[config.mk]
export PLATFORM = sky130hd
export DESIGN_NAME = sync_fifo
export DESIGN_NICKNAME = d
export VERILOG_FILES = /design/src/hdl/sync_fifo.sv
export SDC_FILE = /design/constraint.sdc
export NUM_CORES = 1
export LEC_CHECK = 0
export BUFFER_PORTS_ARGS = -buffer_cell sky130_fd_sc_hd__buf_2
export CORE_UTILIZATION = 38
export CTS_CLUSTER_SIZE = 14
export DETAILED_ROUTE_END_ITERATION = 6
export PLACE_DENSITY_LB_ADDON = 0.1
export SYNTH_ARGS = -nofsm -noshare
export SYNTH_HDL_FRONTEND = slang
export SYNTH_SLANG_ARGS = --single-unit
[constraint.sdc]
create_clock -name clk -period 3.84 [get_ports clk]
set_input_delay 0.576 -clock clk [delete_from_list [all_inputs] [get_ports clk]]
set_output_delay 0.576 -clock clk [all_outputs]
set_load 0.05 [all_outputs]
[src/hdl/sync_fifo.sv]
`timescale 1ns/10ps

module sync_fifo #(
    parameter type payload_t = logic [7:0],
    parameter int  DEPTH     = 8
) (
    input  logic     clk,
    input  logic     reset,
    input  logic     winc,
    input  payload_t wdata,
    input  logic     rinc,
    output payload_t rdata,
    output logic     rvalid,
    output logic     empty,
    output logic     full,
    output logic     almost_full
);

    localparam int PTR_W = (DEPTH > 1) ? $clog2(DEPTH) : 1;
    localparam int CNT_W = $clog2(DEPTH + 1);

    payload_t         mem [DEPTH];
    logic [PTR_W-1:0] wr_ptr;
    logic [PTR_W-1:0] rd_ptr;
    logic [CNT_W-1:0] count;
    logic             do_write;
    logic             do_read;

    // wrap at DEPTH, so any depth works
    function automatic logic [PTR_W-1:0] next_ptr(input logic [PTR_W-1:0] ptr);
        if (ptr == PTR_W'(DEPTH - 1)) begin
            return '0;
        end
        return ptr + 1'b1;
    endfunction

    // a push while full or a pop while empty is ignored
    assign do_write = winc && !full;
    assign do_read  = rinc && !empty;

    assign empty       = (count == '0);
    assign full        = (count == CNT_W'(DEPTH));
    // leaves room for one result still in flight
    assign almost_full = (count >= CNT_W'(DEPTH - 1));

    always_ff @(posedge clk) begin
        if (reset) begin
            wr_ptr <= '0;
            rd_ptr <= '0;
            count  <= '0;
            rvalid <= 1'b0;
        end else begin
            rvalid <= do_read;
            if (do_write) begin
                wr_ptr <= next_ptr(wr_ptr);
            end
            if (do_read) begin
                rd_ptr <= next_ptr(rd_ptr);
            end
            case ({do_write, do_read})
                2'b10:   count <= count + 1'b1;
                2'b01:   count <= count - 1'b1;
                default: count <= count;
            endcase
        end
    end

    // storage and read register
    always_ff @(posedge clk) begin
        if (do_write) begin
            mem[wr_ptr] <= wdata;
        end
        if (do_read) begin
            rdata <= mem[rd_ptr];
        end
    end

endmodule

==> run metrics <==
initial core utilization=0.390; clock buffer count from CTS=9; DP HPWL=3970 um; FF-to-FF Start=count[3]; worst skew pair latency=between 300 and 400 ps; Max Cap Violations=0; routability congestion estimate=0.777; Post-CTS Setup Inserts=0; sequential cell area fraction in the yosys report=0.703; CP Launch Type=flop; Synth top area share=0.638; RSZ-0062 raised after global routing=false; CTS tree=done; dpl ws=915 ps; Avg Cell Area, Syn=between 15 and 20 um^2; most common cell after layout, fill and taps aside=edfxtp_1; # diodes=0; PnR Total Power=2.53 mW; EDFF count, synth=between 70 and 80; Die ar.=9300 um^2; Leakage Power=~1.3 nW; IO buf count=23; Layout area overhead=13.1%; CP startpoint=count[3]; most frequent CP cell=a21oi_1; vias=1,660; hold depth=1; critical path arrival=3220 ps; 1st-iter DRT viols=71; Initial DRT Pass Iterations=4; H-tree levels=3; setup violators final=0; Post-Syn Area=3390 um^2; final hold vios=0; share of layout cells above drive strength 1=0.313; crit share post-route=0.765; critical-path maximum fanout=10; Die Y=96.4 um; GR Util All Layers=0.156; maximum VDD drop=0.258 mV; CP cell instances=o41ai_4 -> inv_1 -> ha_1 -> ha_1 -> a21oi_1 -> a21oi_1 -> or4_1 -> a21oi_1; Reg clk slew, reported paths=80 ps; largest net degree at the start of global routing=19; CTS Buffer Depth=2; Setup Skew=about 7.4 ps; cts repair resizes=0; drt drc=0; Filler cells=between 700 and 800; CP required=~4100 ps; asr flop ratio synth=0; status=completed; vias in the first global route=1,740; fin crit period=2940 ps; Setup TNS=0 ps; critical path depth=8; first-pass GRT wire length=between 9000 and 10,000 um; slowest stage cell, crit path=o41ai_4; RR Endpoint=count[3]; Worst Hold Class=in -> reg; yosys warns=0; flop2flop setup slack=900 ps; fin util=0.442; Setup CP Type=reg -> reg; Worst Path Buf+Inv=1; Slowest Stage Delay on Critical Path=530 ps; Boundary Pins=24; top cell type by total area after synthesis=edfxtp_1; crit path to=count[3]; Area contributors post-synth=edfxtp_1, mux4_2, dfxtp_1; total congestion overflow=0; r2r worst-path depth=8; clk root buf=clkbuf_8; Slew Limit Headroom=0.235; Synth Flop Type=edfxtp_1; routed length per instance=19.7 um; Slew Limit Fails=0; worst-margin pin slew=1150 ps; hold_ws=491 ps; flop and latch count out of synthesis=83; Synth cell types=35; fin nets=226; Fmax=between 0.3 and 0.4 GHz; core footprint=just under 9000 um^2; final setup margin=901 ps; cts hold-fix bufs=0; Synth Instances=179; final WL=6290 um; Mapped Nets=between 150 and 200; CP top delay family=compound AO/OA/AOI/OAI gates; Worst setup EP type=flop; # clock sinks=83; Power per Cell Area=661 nW/um^2; Via density=5.20; commonest cells after routing, fill and taps aside=edfxtp_1, buf_2, nor2_1, clkbuf_8, dfxtp_1; number of cell rows=34; initial antenna violation count=0; DIE WIDTH=96.4 um; antenna-violating nets left=0
## per-layer routing
layer / part of all wire / track usage
met1: 0.43 / 0.185
met2: 0.52 / 0.270
met3: 0.026 / 0.0336
met4: 0.023 / 0.0772
met5: 0 / 0
## per-stage QoR
stage / cell area [um^2] / instances
2_1_floorplan: 3390 / 179
3_3_place_gp: 3600 / 303
3_5_place_dp: 3600 / 303
4_1_cts: 3830 / 319
5_1_grt: 3830 / 319
6_report: 3830 / 319
## synthesized netlist by cell type, types with 2 or more instances
cell and number:
clkbuf_1 3, nand2b_1 2, nor2_1 13, dfxtp_1 11, inv_1 4, mux2_4 8
a21oi_1 8, xor2_1 2, buf_6 2, mux4_2 10, mux4_1 6, nor3_1 5
mux2i_1 2, edfxtp_1 72, nor4_1 2, nand2_1 4, ha_1 7
## worst reg2reg max path: cells and delay by family, from the launching register on
family,cells,cell delay (ps)
DFF,1,400
and+or+nand+nor,1,480
AOI/OAI and AO/OA,4,1000
buffers and inverters,1,350
adders and majority gates,2,660
## flip-flops by register name (all words and copies together), names as in the netlist
name	flops
rvalid	1
rdata	8
count	4
mem	64
wr_ptr	3
rd_ptr	3
## logic make-up after synthesis
family / synth area share
adder cells (fa/ha/maj): 0.0318
AND/OR/NAND/NOR: 0.0502
multiplexers: 0.154
XOR/XNOR: 0.00517
flip-flops: 0.703
buffers and inverters: 0.0251
AO/OA/AOI/OAI: 0.0303
## power breakdown
group	internal [mW]	switching, mW
registers	1.08	0.113
clock network	0.402	0.304
logic	0.265	0.364
## layout make-up
cell class / instances / area [um^2] / area share
clock buffers: 12 / 155 / 0.0405
well taps: 108 / 135 / 0.0353
multi-input cells: 83 / 941 / 0.246
inverters: 4 / 15.0 / 0.00392
clock inverters: 4 / 73.8 / 0.0193
repair buffers: 25 / 130 / 0.0340
flip-flops and latches: 83 / 2380 / 0.622
## how the worst min path moves through the flow
stage	slack [ps]	from	endpoint
3_5_place_dp	570	wr_ptr[0]	wr_ptr[0]
2_1_floorplan	520	wr_ptr[0]	wr_ptr[0]
4_1_cts	480	wdata[0]	mem[0][0]
3_3_place_gp	550	wr_ptr[0]	wr_ptr[0]
6_report	490	wdata[0]	mem[0][0]
5_1_grt	490	wdata[3]	mem[7][3]
(Power assumes the default switching activity.)
