==> src/common/neighbor_defs.svh <==
`ifndef NEIGHBOR_DEFS_SVH
`define NEIGHBOR_DEFS_SVH

// graph size and edge pe count
`define NUM_NODES 64
`define NUM_EDGE_PE 4

// two banks, selected by bit 1 of the replay iteration
`define NUM_BANK_NEIGHBOR_INFO 2

// iteration bit 0 picks the half of a bank
`define MAX_REPLAY_ITER 4

// one neighbor word
`define NEIGHBOR_INFO_BANDWIDTH 16

// derived widths
`define NODE_ID_WIDTH $clog2(`NUM_NODES)
`define PE_TAG_WIDTH $clog2(`NUM_EDGE_PE)
`define ITER_WIDTH $clog2(`MAX_REPLAY_ITER)
`define BANK_SEL_WIDTH $clog2(`NUM_BANK_NEIGHBOR_INFO)
// node id plus the iteration half bit
`define BANK_ADDR_WIDTH (`NODE_ID_WIDTH + 1)
`define BANK_WORDS (1 << `BANK_ADDR_WIDTH)

// queue depths
`define REQ_FIFO_DEPTH 8
`define NBR_FIFO_DEPTH 8

`endif

==> src/common/neighbor_pkg.sv <==
`include "neighbor_defs.svh"

package neighbor_pkg;

    // request from an edge pe, as queued
    typedef struct packed {
        logic [`NODE_ID_WIDTH-1:0] node_id;
        logic [`PE_TAG_WIDTH-1:0]  pe_tag;
    } neighbor_req_t;

    // registered head of the request fifo
    typedef struct packed {
        logic          valid;
        neighbor_req_t req;
    } neighbor_req_head_t;

    // per-bank sram control, cen and wen active low
    typedef struct packed {
        logic [`BANK_ADDR_WIDTH-1:0] a;
        logic                        cen;
        logic                        wen;
    } sram_ctrl_t;

    // preload port, only used before traffic starts
    typedef struct packed {
        logic                                valid;
        logic [`BANK_SEL_WIDTH-1:0]          bank;
        logic [`BANK_ADDR_WIDTH-1:0]         addr;
        logic [`NEIGHBOR_INFO_BANDWIDTH-1:0] data;
    } mem_load_t;

    // neighbor word tagged with the requesting pe
    typedef struct packed {
        logic [`NEIGHBOR_INFO_BANDWIDTH-1:0] addr;
        logic [`PE_TAG_WIDTH-1:0]            pe_tag;
    } neighbor_result_t;

    // result with its valid, also the push into the neighbor-id fifo
    typedef struct packed {
        logic             valid;
        neighbor_result_t data;
    } neighbor_result_out_t;

endpackage

==> src/hdl/neighbor_info_mem.sv <==
`timescale 1ns/10ps
`include "neighbor_defs.svh"

module neighbor_info_mem (
    input  logic                                   clk,
    input  neighbor_pkg::sram_ctrl_t [`NUM_BANK_NEIGHBOR_INFO-1:0] sram_ctrl,
    input  neighbor_pkg::mem_load_t                mem_load,
    output logic [`NUM_BANK_NEIGHBOR_INFO-1:0][`NEIGHBOR_INFO_BANDWIDTH-1:0] data_out
);

    // behavioral stand-in for the sram macros, one cycle read latency
    for (genvar b = 0; b < `NUM_BANK_NEIGHBOR_INFO; b++) begin : g_bank
        logic [`NEIGHBOR_INFO_BANDWIDTH-1:0] bank_mem [`BANK_WORDS];
        logic                                load_hit;
        logic                                rd_en;

        assign load_hit = mem_load.valid && (int'(mem_load.bank) == b);
        // read strobe: chip enabled and write disabled
        assign rd_en    = !sram_ctrl[b].cen && sram_ctrl[b].wen;

        always_ff @(posedge clk) begin
            if (load_hit) begin
                bank_mem[mem_load.addr] <= mem_load.data;
            end
            if (rd_en) begin
                data_out[b] <= bank_mem[sram_ctrl[b].a];
            end
        end
    end

endmodule

==> config.mk <==
export PLATFORM = sky130hd
export DESIGN_NAME = neighbor_info_mem
export DESIGN_NICKNAME = d
export VERILOG_FILES = /design/src/common/neighbor_pkg.sv /design/src/hdl/neighbor_info_mem.sv
export VERILOG_INCLUDE_DIRS = /design/src /design/src/common
export SDC_FILE = /design/constraint.sdc
export NUM_CORES = 2
export LEC_CHECK = 0
export ABC_AREA = 1
export BUFFER_PORTS_ARGS = -buffer_cell sky130_fd_sc_hd__buf_2
export CAP_MARGIN = 30
export CORE_MARGIN = 3
export CORE_UTILIZATION = 46
export DETAILED_ROUTE_END_ITERATION = 10
export SLEW_MARGIN = 20
export SYNTH_ARGS = -nofsm -noshare
export SYNTH_HDL_FRONTEND = slang
export SYNTH_SLANG_ARGS = --single-unit
==> constraint.sdc <==
create_clock -name clk -period 3.5 [get_ports clk]
set_input_delay 0.525 -clock clk [delete_from_list [all_inputs] [get_ports clk]]
set_output_delay 0.525 -clock clk [all_outputs]
set_load 0.02 [all_outputs]
==> impl_results.md <==
* Post-synthesis sequential area ratio at between 70% and 80%
* Total number of vias at about 110k
* Arrival time at the worst endpoint at roughly 3500 ps
* Fmax at 364.7 MHz
* Share of total power consumed by net switching at between 20% and 30%
* Iteration count of the initial detailed-routing pass at 6
* Maximum number of pins on one net before global-route repair at ~200
* Pins Over Slew Limit at 0
* Static leakage at between 60 and 70 nW
* Maximum clock skew at final layout at approximately 39 ps
* Global route overflow at 0
* Core region area at about 360,000 um^2
* Final hold slack at around 38 ps
* Post-Synthesis Cell Area at approximately 170,000 um^2
* Number of global-route vias before repair at 102,811
* Clock transition at path regs at 60 ps
* Final Total Pwr at ~0.11 W
* Floorplan die width at between 600 and 700 um
* Net Switching at between 0.02 and 0.025 W
* Total of buffers placed on input and output ports at 75
* Largest buffer count on any clock path at 4
* Final worst-path cycle share at about 78%
* Final HPWL from detailed placement at between 200 and 300 mm
* Initial core utilization at around 46%
* Total wire length at ~500 mm
* Max-Slew Margin vs Limit at roughly 22%
* Required time at the worst-slack endpoint at 4200 ps
* FF-to-FF Start: g_bank[0].bank_mem[54][9]
* Avg Vias per Cell at 5.792
* Top library cells by usage in the layout, fill and taps aside: 4,221 x nand2_1, 4,128 x edfxtp_1, 4,032 x nand3_1, 475 x buf_4, 424 x clkbuf_16
* Capturing element type of the critical path: register
* Worst Hold Launch: mem_load[15]
* Type of element launching the critical path: input pin
* Worst-path maximum fanout at 40
* Post-synthesis area per instance at roughly 12 um^2
* Detailed Route Iter0 Violations at 14,230
* Top-Level Pins at 76
* Share of the core filled with cells at 52.48%
* All-layer global routing usage at 26.77%
* P per Cell Area at roughly 560 nW/um^2
* Clock Latency Late Sink at ~1000 ps
* Final Hold Violating Endpoints at 0
* # fillers at ~30,000
* Unrepaired setup endpoints after global routing: no
* Die Ht at 606.9 um
* Logic depth of the worst register-to-register path at 8
* Detailed-route wire length per cell at roughly 26 um
* Antenna violations before repair at 19
* Synthesized net count at between 10,000 and 15,000
* Setup Total Neg Slack at 0 ps
* Flop and latch count out of synthesis at a little over 4,000
* Setup fix buffers added after clock tree synthesis at 0
* Power Internal at 0.08121 W
* Post-Place Worst Slack at -87.39 ps
* Tmin final at roughly 2700 ps
* Number of remaining DRC errors at 0
* Area of all sequential standard cells at approximately 120,000 um^2
* Die ar. at 368,400 um^2
* Run status: finished, final reports clean
* Post-synth cell types at 16
* Worst-case setup margin in the final layout at between 700 and 800 ps
* Clock tree from TritonCTS: yes
* Syn. warnings at 0
* Gate count after technology mapping at between 10,000 and 15,000
* Post-synthesis to final-layout area growth at 13.48%
* Fraction of layout cells with a size suffix above 1 at approximately 10%
* Clk sink count at 4,128
* Depth of the worst hold-timing path at 1
* Global-route wire length before repair at 725.5 mm
* Largest voltage drop on the vdd net at approximately 0.00042 V
* Clock group share of total power at a little over two fifths
* CTS H-tree lvls at 5
* Portion of total power attributed to combinational logic at 6.4%
* # nets final at around 14,000
* Num CTS Buffers at between 400 and 500
* Worst setup path startpoint: sram_ctrl[3]
* Most common library cell in the layout ignoring fill and taps: nand2_1
* Combined area of the multi-input logic cells at around 38,000 um^2
* Number of setup violations in the final report at 0
* Routability congestion estimate at about 0.86
* Number of violations of the max-capacitance limit at 0
* Std-Cell Rows at 220
* Post-DRT Antenna Nets at 0
* Pin slew with the least headroom to its limit at 1164 ps
* Min-Delay Path Class: input pin to register
* CTS Root Buffer Type: clkbuf_16
* Sequential cell fraction of total power at around half
* Critical path class: input pin to register
-- state kept, by name, summed over array words and instances, names as in the netlist --
| register | count |
|---|---|
| data_out | 32 |
| g_bank.bank_mem | 4096 |
-- critical path: stages --
cell     delay, ps
buf_8          270
buf_4          550
buf_4          390
nand3_1        110
nand3_1        140
nand3_1        140
nand3_1        110
nand3_1        540
nand3_1        480
nand2_1         80
-- power groups by stage --
stage | registers (W) | logic, W | clock network [W]
floorplan | 0.0556 | 0.00331 | 0
global placement | 0.0556 | 0.00654 | 0
detailed placement | 0.0556 | 0.00660 | 0
CTS | 0.0546 | 0.00662 | 0.0443
global route | 0.0546 | 0.00716 | 0.0463
finish | 0.0546 | 0.00668 | 0.0439
-- synth_stat cells (all sizes together) --
cell type | instances | share of area [%]
inv | 38 | 0.089
clkbuf | 173 | 0.39
nand3 | 4034 | 12
edfxtp | 4128 | 75
nor2 | 195 | 0.44
nor3 | 88 | 0.28
buf | 762 | 2.5
nand2 | 4223 | 9.5
-- metrics by stage --
| stage | instance area [um^2] | cells |
|---|---|---|
| after floorplan | 166100 | 13641 |
| after global placement | 175000 | 18169 |
| after detailed placement | 175200 | 18176 |
| after CTS | 188500 | 18938 |
| after global routing | 188500 | 18944 |
| final | 188500 | 18946 |
-- per-layer routing --
layer  track usage, %  vias to the layer above  wire length, um  part of all wire, %
met2            42.03                     5274           233200                   47
met4            9.136                       10            17510                  3.5
li1                 -                    49194                -                    -
met1            37.97                    54473           203000                   41
met3            4.526                      787            46260                  9.3
met5                0                        -               69                0.014
-- logic make-up (layout without fill, tap and decap cells) --
| group | count (synthesis) | count (layout) | share of synthesized area, % |
|---|---|---|---|
| flip-flops | 4128 | 4128 | 74.62 |
| other | 0 | 8 | 0 |
| buffers and inverters | 973 | 1497 | 2.955 |
| AND/OR/NAND/NOR | 8540 | 8540 | 22.42 |
-- timing repair --
item / in CTS / in global routing
hold endpoints to repair: 157 / 0
gates resized for setup: 0 / 0
hold buffers: 6 / 0
-- area by class of cell --
type	count	share of cell area (%)
sequential	4128	65.76
multi-input combinational	8540	20.09
clock buffer	510	5.800
timing repair buffer	703	3.827
tap	4773	3.168
clock inverter	246	1.230
inverter	38	0.1115
antenna	8	0.01062
-- path summary, 6_finish.rpt --
| check | endpoint | slack, ps |
|---|---|---|
| setup / recovery | data_out[8] | 760 |
| hold / removal | g_bank[1].bank_mem[16][15] | 40 |
| setup reg to reg | data_out[9] | 970 |
| hold reg to reg | data_out[19] | 950 |
No activity file was read; power rests on OpenSTA's default activity.
