==> config.mk <==
export PLATFORM = sky130hd
export DESIGN_NAME = neighbor_info_cntl
export DESIGN_NICKNAME = d
export VERILOG_FILES = /design/src/common/neighbor_pkg.sv /design/src/neighbor_ctrl/neighbor_info_cntl.sv
export VERILOG_INCLUDE_DIRS = /design/src /design/src/common
export SDC_FILE = /design/constraint.sdc
export NUM_CORES = 1
export LEC_CHECK = 0
export ABC_AREA = 1
export ABC_CLOCK_PERIOD_IN_PS = 1700
export BUFFER_PORTS_ARGS = -buffer_cell sky130_fd_sc_hd__buf_2
export CORE_MARGIN = 2
export CORE_UTILIZATION = 40
export DETAILED_ROUTE_END_ITERATION = 10
export PLACE_DENSITY = 0.83
export SETUP_SLACK_MARGIN = 0.1
export SYNTH_ARGS = -nofsm -noshare
export SYNTH_HDL_FRONTEND = slang
export SYNTH_SLANG_ARGS = --single-unit
export TNS_END_PERCENT = 50
==> constraint.sdc <==
create_clock -name clk -period 1.7 [get_ports clk]
set_input_delay 0.34 -clock clk [delete_from_list [all_inputs] [get_ports clk]]
set_output_delay 0.34 -clock clk [all_outputs]
set_load 0.005 [all_outputs]
==> src/common/neighbor_defs.svh <==
`ifndef NEIGHBOR_DEFS_SVH
`define NEIGHBOR_DEFS_SVH

// graph size and edge pe count
`define NUM_NODES 64
`define NUM_EDGE_PE 4

// two banks, selected by bit 1 of the replay iteration
`define NUM_BANK_NEIGHBOR_INFO 2

// iteration bit 0 picks the half of a bank
`define MAX_REPLAY_ITER 4

// one neighbor word
`define NEIGHBOR_INFO_BANDWIDTH 16

// derived widths
`define NODE_ID_WIDTH $clog2(`NUM_NODES)
`define PE_TAG_WIDTH $clog2(`NUM_EDGE_PE)
`define ITER_WIDTH $clog2(`MAX_REPLAY_ITER)
`define BANK_SEL_WIDTH $clog2(`NUM_BANK_NEIGHBOR_INFO)
// node id plus the iteration half bit
`define BANK_ADDR_WIDTH (`NODE_ID_WIDTH + 1)
`define BANK_WORDS (1 << `BANK_ADDR_WIDTH)

// queue depths
`define REQ_FIFO_DEPTH 8
`define NBR_FIFO_DEPTH 8

`endif

==> src/common/neighbor_pkg.sv <==
`include "neighbor_defs.svh"

package neighbor_pkg;

    // request from an edge pe, as queued
    typedef struct packed {
        logic [`NODE_ID_WIDTH-1:0] node_id;
        logic [`PE_TAG_WIDTH-1:0]  pe_tag;
    } neighbor_req_t;

    // registered head of the request fifo
    typedef struct packed {
        logic          valid;
        neighbor_req_t req;
    } neighbor_req_head_t;

    // per-bank sram control, cen and wen active low
    typedef struct packed {
        logic [`BANK_ADDR_WIDTH-1:0] a;
        logic                        cen;
        logic                        wen;
    } sram_ctrl_t;

    // preload port, only used before traffic starts
    typedef struct packed {
        logic                                valid;
        logic [`BANK_SEL_WIDTH-1:0]          bank;
        logic [`BANK_ADDR_WIDTH-1:0]         addr;
        logic [`NEIGHBOR_INFO_BANDWIDTH-1:0] data;
    } mem_load_t;

    // neighbor word tagged with the requesting pe
    typedef struct packed {
        logic [`NEIGHBOR_INFO_BANDWIDTH-1:0] addr;
        logic [`PE_TAG_WIDTH-1:0]            pe_tag;
    } neighbor_result_t;

    // result with its valid, also the push into the neighbor-id fifo
    typedef struct packed {
        logic             valid;
        neighbor_result_t data;
    } neighbor_result_out_t;

endpackage

==> src/neighbor_ctrl/neighbor_info_cntl.sv <==
`timescale 1ns/10ps
`include "neighbor_defs.svh"

module neighbor_info_cntl (
    input  logic                                   clk,
    input  logic                                   reset,
    input  neighbor_pkg::neighbor_req_head_t       req_head,
    input  logic                                   empty,
    input  logic [`ITER_WIDTH-1:0]                 current_replay_iter,
    input  logic                                   neighbor_id_fifo_full,
    input  logic [`NUM_BANK_NEIGHBOR_INFO-1:0][`NEIGHBOR_INFO_BANDWIDTH-1:0] data_sram_in,
    output logic                                   rinc,
    output neighbor_pkg::sram_ctrl_t [`NUM_BANK_NEIGHBOR_INFO-1:0] sram_ctrl,
    output neighbor_pkg::neighbor_result_out_t     result
);

    import neighbor_pkg::*;

    typedef enum logic {
        IDLE      = 1'b0,
        FETCH_VAL = 1'b1
    } state_t;

    state_t                     state;
    state_t                     nx_state;
    logic [`PE_TAG_WIDTH-1:0]   reg_pe_tag;
    logic [`PE_TAG_WIDTH-1:0]   nx_pe_tag;
    logic [`BANK_SEL_WIDTH-1:0] reg_bank;
    logic [`BANK_SEL_WIDTH-1:0] nx_bank;
    neighbor_result_out_t       nx_result;

    always_ff @(posedge clk) begin
        if (reset) begin
            state        <= IDLE;
            result.valid <= 1'b0;
        end else begin
            state        <= nx_state;
            result.valid <= nx_result.valid;
        end
    end

    // tag and bank held from strobe to data, result payload
    always_ff @(posedge clk) begin
        reg_pe_tag  <= nx_pe_tag;
        reg_bank    <= nx_bank;
        result.data <= nx_result.data;
    end

    always_comb begin
        nx_state  = state;
        nx_pe_tag = reg_pe_tag;
        nx_bank   = reg_bank;
        rinc      = 1'b0;
        nx_result = '0;
        for (int i = 0; i < `NUM_BANK_NEIGHBOR_INFO; i++) begin
            sram_ctrl[i].a   = '0;
            sram_ctrl[i].cen = 1'b1;
            sram_ctrl[i].wen = 1'b1;
        end

        case (state)
            IDLE: begin
                if (req_head.valid) begin
                    // bank from iteration bit 1, half of the bank from bit 0
                    nx_bank = current_replay_iter[1];
                    sram_ctrl[current_replay_iter[1]].a =
                        {current_replay_iter[0], req_head.req.node_id};
                    sram_ctrl[current_replay_iter[1]].cen = 1'b0;
                    sram_ctrl[current_replay_iter[1]].wen = 1'b1;
                    nx_pe_tag = req_head.req.pe_tag;
                    nx_state  = FETCH_VAL;
                end else if (!empty && !neighbor_id_fifo_full) begin
                    // head shows up next cycle
                    rinc = 1'b1;
                end
            end
            FETCH_VAL: begin
                // sram data is valid one cycle after the strobe
                nx_result.valid       = 1'b1;
                nx_result.data.addr   = data_sram_in[reg_bank];
                nx_result.data.pe_tag = reg_pe_tag;
                nx_state              = IDLE;
            end
            default: nx_state = IDLE;
        endcase
    end

endmodule

==> results of run 1 <==
[cell families (layout without fill, tap and decap cells)]
group         Yosys count  count (layout)  share of synthesized area
buf+inv                35             116                      0.164
flops                  23              23                      0.489
simple gates           88              88                      0.343
other cells             1               2                    0.00374
[final cells by class]
type                       instances  area (sq um)  share of cell area
clock buffer                       4          26.3              0.0181
multi-input combinational         90           367               0.252
tap                               30          37.5              0.0258
sequential                        23           492               0.339
inverter                          28           105              0.0724
timing repair buffer              84           425               0.293
[what timing repair did]
| action | 4_1_cts | 5_1_grt |
|---|---|---|
| setup endpoints to repair | 0 | 15 |
| setup buffers | 0 | 0 |
| resized for setup | 0 | 4 |
[metal layers]
metal | share of wire | vias to the layer above | global-route usage
li1 | - | 573 | -
met1 | 0.37 | 439 | 0.151
met2 | 0.48 | 67 | 0.311
met3 | 0.14 | 2 | 0.0417
met4 | 0.0055 | 0 | 0.0625
met5 | 0 | - | 0
[synth_stat cells]
cell type	count	share of area
inv_1	28	0.10
buf_4	2	0.015
buf_2	2	0.010
conb_1	1	0.0037
nor2_1	50	0.19
nand3_2	2	0.020
buf_6	3	0.034
nor3_1	1	0.0050
nand2_1	35	0.13
edfxtp_1	3	0.090
dfxtp_1	20	0.40
[report_power, final]
part / leakage, nW / switching (mW) / total, mW / internal [mW]
logic: 0.721 / 0.0931 / 0.185 / 0.0914
registers: 0.193 / 0.00799 / 0.586 / 0.578
clock network: 0.0150 / 0.147 / 0.238 / 0.0913
[worst min path at each step]
stage | end | slack [ns] | depth (start not counted)
after detailed placement | result[1] | 0.42 | 2
final | state | 0.19 | 2
after global routing | result[18] | 0.18 | 2
after global placement | result[1] | 0.41 | 2
after floorplan | result[0] | 0.41 | 2
after CTS | state | 0.19 | 2
[sequential cells by signal (all words and copies together), names as in the netlist]
name,count
result,19
reg_pe_tag,2
state,1
reg_bank,1
==> flow_metrics.py, run 1 <==
metrics = {
    "outcome": {
        "status": "complete, no violations",
    },
    "power": {
        "leakage_nw": 0.929,
        "power_density_nw_per_um2": 694,
        "p_total_mw": 1.01,
        "ir_drop_mv": 0.438,
    },
    "die": {
        "start_util": 0.412,
        "rows": 18,
        "die_w_microns": 54.1,
        "ios": 85,
        "core-area_sq_um": 2430,
        "dieArea_sq_um": 2920,
        "fp.dieH_microns": 54.1,
    },
    "synthesis": {
        "syn_area_sq_um": 1000,
        "ys_warn_count": 0,
        "avgSynthCellArea_sq_um": 6.82,
        "ys_seq_elements": 23,
        "synth.distinct_cells": 11,
        "synth_cells": 147,
        "synth-seq-area-share": 0.489,
    },
    "sta": {
        "hold_slack_ns": 0.194,
        "final.period_utilization": 0.855,
        "fin_ws_ns": 0.246,
        "hold_viol": 0,
        "tns_ns": 0,
        "setup_viol": 0,
        "period_minus_slack_ns": 1.45,
        "maxSlewViolCount": 0,
        "max_freq_ghz": 0.688,
        "skew_ns": 0.00318,
        "rsz0062_at_grt": "false",
    },
    "global_route": {
        "grt_overflow": 0,
        "grt_pass1_vias": 895,
        "grt_max_degree": 33,
        "grt_antenna_before_repair": 0,
        "grt.total_usage": 0.157,
        "grt_pass1_wl_microns": 3320,
    },
    "placed_design": {
        "dpl.cell_count": 255,
        "dp_slack_ns": 0.465,
        "dp_hpwl_microns": 1760,
        "post_dp_cell_area_sq_um": 1410,
        "port_buffers": 82,
        "place_congestion": 0.694,
    },
    "clocking": {
        "clk_latency_ns": 0.30,
        "numClockSinks": 23,
        "clock-root-buffer": "clkbuf_4",
        "cts_inserted_buffers": 3,
        "postCtsHoldBufs": 0,
        "tritoncts": "yes",
        "path_clk_slew_ns": 0.11,
        "htreeDepth": 1,
        "cts.path.max_buffers": 2,
    },
    "routing": {
        "drc": 0,
        "dr.pass1.iters": 4,
        "num_vias": 1081,
        "ant_nets": 0,
        "viasPerCell": 4.17,
        "drt_iter0_drc": 7,
        "wl_per_cell_microns": 8.47,
        "drt-total-wl_microns": 2190,
    },
    "final_layout": {
        "syn_to_final_growth_pct": 44.9,
        "final_common_cell": "buf_2",
        "n_fill_cell": 237,
        "fin_area_sq_um": 1450,
        "diodes": 0,
        "nets": 277,
        "drive_above_1_share": 0.397,
        "final_core_util": 0.597,
        "final_cell_mix": "buf_2 (82), nor2_1 (50), nand2_1 (35)",
        "layout.cells.non_filler": 259,
    },
    "setup_path": {
        "crit_required_ns": 1.36,
        "critPathBufInv": 2,
        "reg2reg_from": "state",
        "critPathLaunch": "state",
        "r2r-end": "reg_bank",
        "worstRegToRegCells": 1,
        "cp-end-kind": "primary output",
        "cp_slowest_cell": "dfxtp_2",
        "crit_path_max_incr_delay_ns": 0.37,
        "worstPathCellList": "inv_2 > nand3_4 > nor2_1 > buf_2",
        "crit_family": "flip-flops",
        "cp_num_cells": 4,
        "cp-endpoint": "sram_ctrl[12]",
        "cp-start-kind": "register",
        "cp_max_fo": 8,
        "crit_type": "reg -> out",
        "critPathArrivalTime_ns": 1.11,
        "regToRegSetupSlack_ns": 0.77,
    },
    "run": {
        "max_cap_viol_count": 0,
    },
    "worst_hold_path": {
        "min_from": "reset",
        "hold_path_class": "in -> reg",
    },
}
Power figures use the tool's default switching activity.
==> run 2, diff against run 1 <==
--- a/config.mk
+++ b/config.mk
@@ -6,13 +6,15 @@
 export SDC_FILE = /design/constraint.sdc
 export NUM_CORES = 1
 export LEC_CHECK = 0
-export ABC_AREA = 1
+export ABC_AREA = 0
 export ABC_CLOCK_PERIOD_IN_PS = 1700
 export BUFFER_PORTS_ARGS = -buffer_cell sky130_fd_sc_hd__buf_2
 export CORE_MARGIN = 2
-export CORE_UTILIZATION = 40
+export CORE_UTILIZATION = 42
+export CTS_BUF_LIST = sky130_fd_sc_hd__clkbuf_4 sky130_fd_sc_hd__clkbuf_8
 export DETAILED_ROUTE_END_ITERATION = 10
-export PLACE_DENSITY = 0.83
+export MAX_ROUTING_LAYER = met4
+export PLACE_DENSITY = 0.87
 export SETUP_SLACK_MARGIN = 0.1
 export SYNTH_ARGS = -nofsm -noshare
 export SYNTH_HDL_FRONTEND = slang
==> flow_metrics.py, run 2 <==
metrics = {
    "sta": {
        "tns_ns": 0,
        "hold_viol": 0,
        "maxSlewViolCount": 0,
        "final.period_utilization": 0.899,
        "setup_viol": 0,
        "rsz0062_at_grt": "false",
        "period_minus_slack_ns": 1.53,
        "skew_ns": 0.000957,
        "max_freq_ghz": 0.654,
    },
    "global_route": {
        "grt_antenna_before_repair": 0,
        "grt_pass1_wl_microns": 3350,
        "grt.total_usage": 0.169,
        "grt_max_degree": 17,
        "grt_overflow": 0,
        "grt_pass1_vias": 861,
    },
    "final_layout": {
        "final_core_util": 0.648,
        "reg.largest.list": "result x19, reg_pe_tag x2",
        "drive_above_1_share": 0.553,
        "syn_to_final_growth_pct": 44.7,
        "final_cell_mix": "buf_2 (82), nor2b_1 (19), dfxtp_1 (19)",
        "final_common_cell": "buf_2",
        "fin_area_sq_um": 1430,
        "n_fill_cell": 192,
        "largest_reg_flops": 19,
        "multi_input_area_sq_um": 437,
        "diodes": 0,
        "nets": 227,
        "seq_area_sq_um": 494,
        "layout.cells.non_filler": 207,
        "regMostFlops": "result",
    },
    "synthesis": {
        "synth_most_common_cell": "dfxtp_1",
        "synthTopCellsByCount": "dfxtp_1 (20), nor2b_1 (19), mux2i_1 (16)",
        "synth-seq-area-share": 0.495,
        "avgSynthCellArea_sq_um": 10.3,
        "ys_seq_elements": 23,
        "synth_ff_type": "dfxtp_1",
        "synth.distinct_cells": 20,
        "synth_top_area_share": 0.404,
        "syn_area_sq_um": 991,
        "synth_cells": 96,
        "synth_top_area_cell": "dfxtp_1",
        "synthArstFlopShare": 0,
        "synth-edff-count": 3,
        "ys_warn_count": 0,
        "synth_area_leaders": "dfxtp_1 (40%), mux2i_1 (16%), nor2b_1 (12%)",
    },
    "setup_path": {
        "crit_required_ns": 1.36,
        "critPathBufInv": 1,
        "reg2reg_from": "state",
        "worstPathCellList": "or2_4 > nor2_2 > buf_2",
        "worstRegToRegCells": 2,
        "r2r-end": "reg_pe_tag[0]",
        "crit_path_max_incr_delay_ns": 0.38,
        "critPathArrivalTime_ns": 1.19,
        "regToRegSetupSlack_ns": 0.58,
        "cp_num_cells": 3,
        "crit_family": "simple AND/OR/NAND/NOR gates",
        "cp-end-kind": "primary output",
        "cp_max_fo": 6,
        "crit_type": "reg -> out",
        "cp-endpoint": "sram_ctrl[3]",
        "cp-start-kind": "register",
        "cp_slowest_cell": "dfxtp_4",
        "critPathLaunch": "state",
    },
    "placed_design": {
        "place_congestion": 0.772,
        "dpl.cell_count": 201,
        "port_buffers": 82,
        "dp_hpwl_microns": 1820,
        "post_dp_cell_area_sq_um": 1380,
    },
    "die": {
        "start_util": 0.448,
        "core-area_sq_um": 2210,
        "die_w_microns": 52.6,
        "rows": 17,
        "fp.dieH_microns": 52.6,
        "ios": 85,
        "dieArea_sq_um": 2760,
    },
    "routing": {
        "drc": 0,
        "viasPerCell": 4.52,
        "num_vias": 935,
        "dr.pass1.iters": 3,
        "ant_nets": 0,
        "drt-total-wl_microns": 2200,
        "drt_iter0_drc": 1,
        "wl_per_cell_microns": 10.6,
    },
    "clocking": {
        "path_clk_slew_ns": 0.11,
        "cts.path.max_buffers": 2,
        "postCtsHoldBufs": 0,
        "htreeDepth": 1,
        "clk_latency_ns": 0.29,
        "numClockSinks": 23,
        "tritoncts": "yes",
        "clock-root-buffer": "clkbuf_4",
        "cts_inserted_buffers": 3,
    },
    "run": {
        "max_cap_viol_count": 0,
    },
    "power": {
        "ir_drop_mv": 0.425,
        "leakage_nw": 0.798,
        "p_total_mw": 1.02,
        "power_density_nw_per_um2": 711,
    },
    "worst_hold_path": {
        "hold_path_class": "in -> reg",
    },
    "outcome": {
        "status": "complete, no violations",
    },
}
==> run 2: cell count changes in the layout (fill, tap and decap cells not counted), moves of 6 or more <==
cell     delta
nor2_2      +6
nor2b_1    +19
nand2_1    -27
mux2i_1    +16
inv_1      -27
nor2_1     -43
==> run 2: how the worst min path moves through the flow <==
stage / from / end / slack (ns) / cells after the start
6_report: reset / state / 0.20 / 2
3_5_place_dp: reg_pe_tag[1] / result[1] / 0.43 / 1
2_1_floorplan: reset / result[18] / 0.41 / 1
3_3_place_gp: reg_pe_tag[1] / result[1] / 0.43 / 1
4_1_cts: reset / state / 0.19 / 2
5_1_grt: reset / result[18] / 0.18 / 2
==> run 2: layout make-up <==
cell class | instances | share of cell area
multi-input cells | 66 | 0.305
well taps | 28 | 0.0244
repair buffers | 86 | 0.305
flip-flops and latches | 23 | 0.345
clock buffers | 4 | 0.0209
==> run 2: per-stage QoR <==
stage | setup slack (ns) | hold WS [ns]
after global placement | 0.317 | 0.434
after detailed placement | 0.296 | 0.433
after CTS | 0.132 | 0.185
final | 0.172 | 0.199
after floorplan | 0.553 | 0.412
after global routing | 0.0989 | 0.184
==> run 2: kinds of logic after synthesis <==
logic type,synth area share
other,0.00378
flip-flops,0.495
AND/OR/NAND/NOR,0.266
buffers and inverters,0.0732
multiplexers,0.162
==> run 2: repair_timing <==
item                                    4_1_cts  5_1_grt
endpoints found under the setup margin       12       12
buffers inserted                              0        2
resized for setup                             2        2
==> run 2: worst register-to-register path, cell delays in order (launching register included) <==
cell and delay, ns:
dfxtp_4 0.38, buf_4 0.14, nor2b_1 0.28
==> run 2: report_power, final <==
| group | internal, mW | switching, mW |
|---|---|---|
| Sequential | 0.575 | 0.00672 |
| Combinational | 0.105 | 0.0843 |
| Clock | 0.107 | 0.140 |
| Total | 0.788 | 0.231 |
==> run 2: per-layer routing <==
metal	up-vias	share of wire	track usage
li1	472	-	-
met1	396	0.35	0.156
met2	65	0.52	0.329
met3	2	0.12	0.0229
met4	0	0.012	0.0940
met5	-	0	-
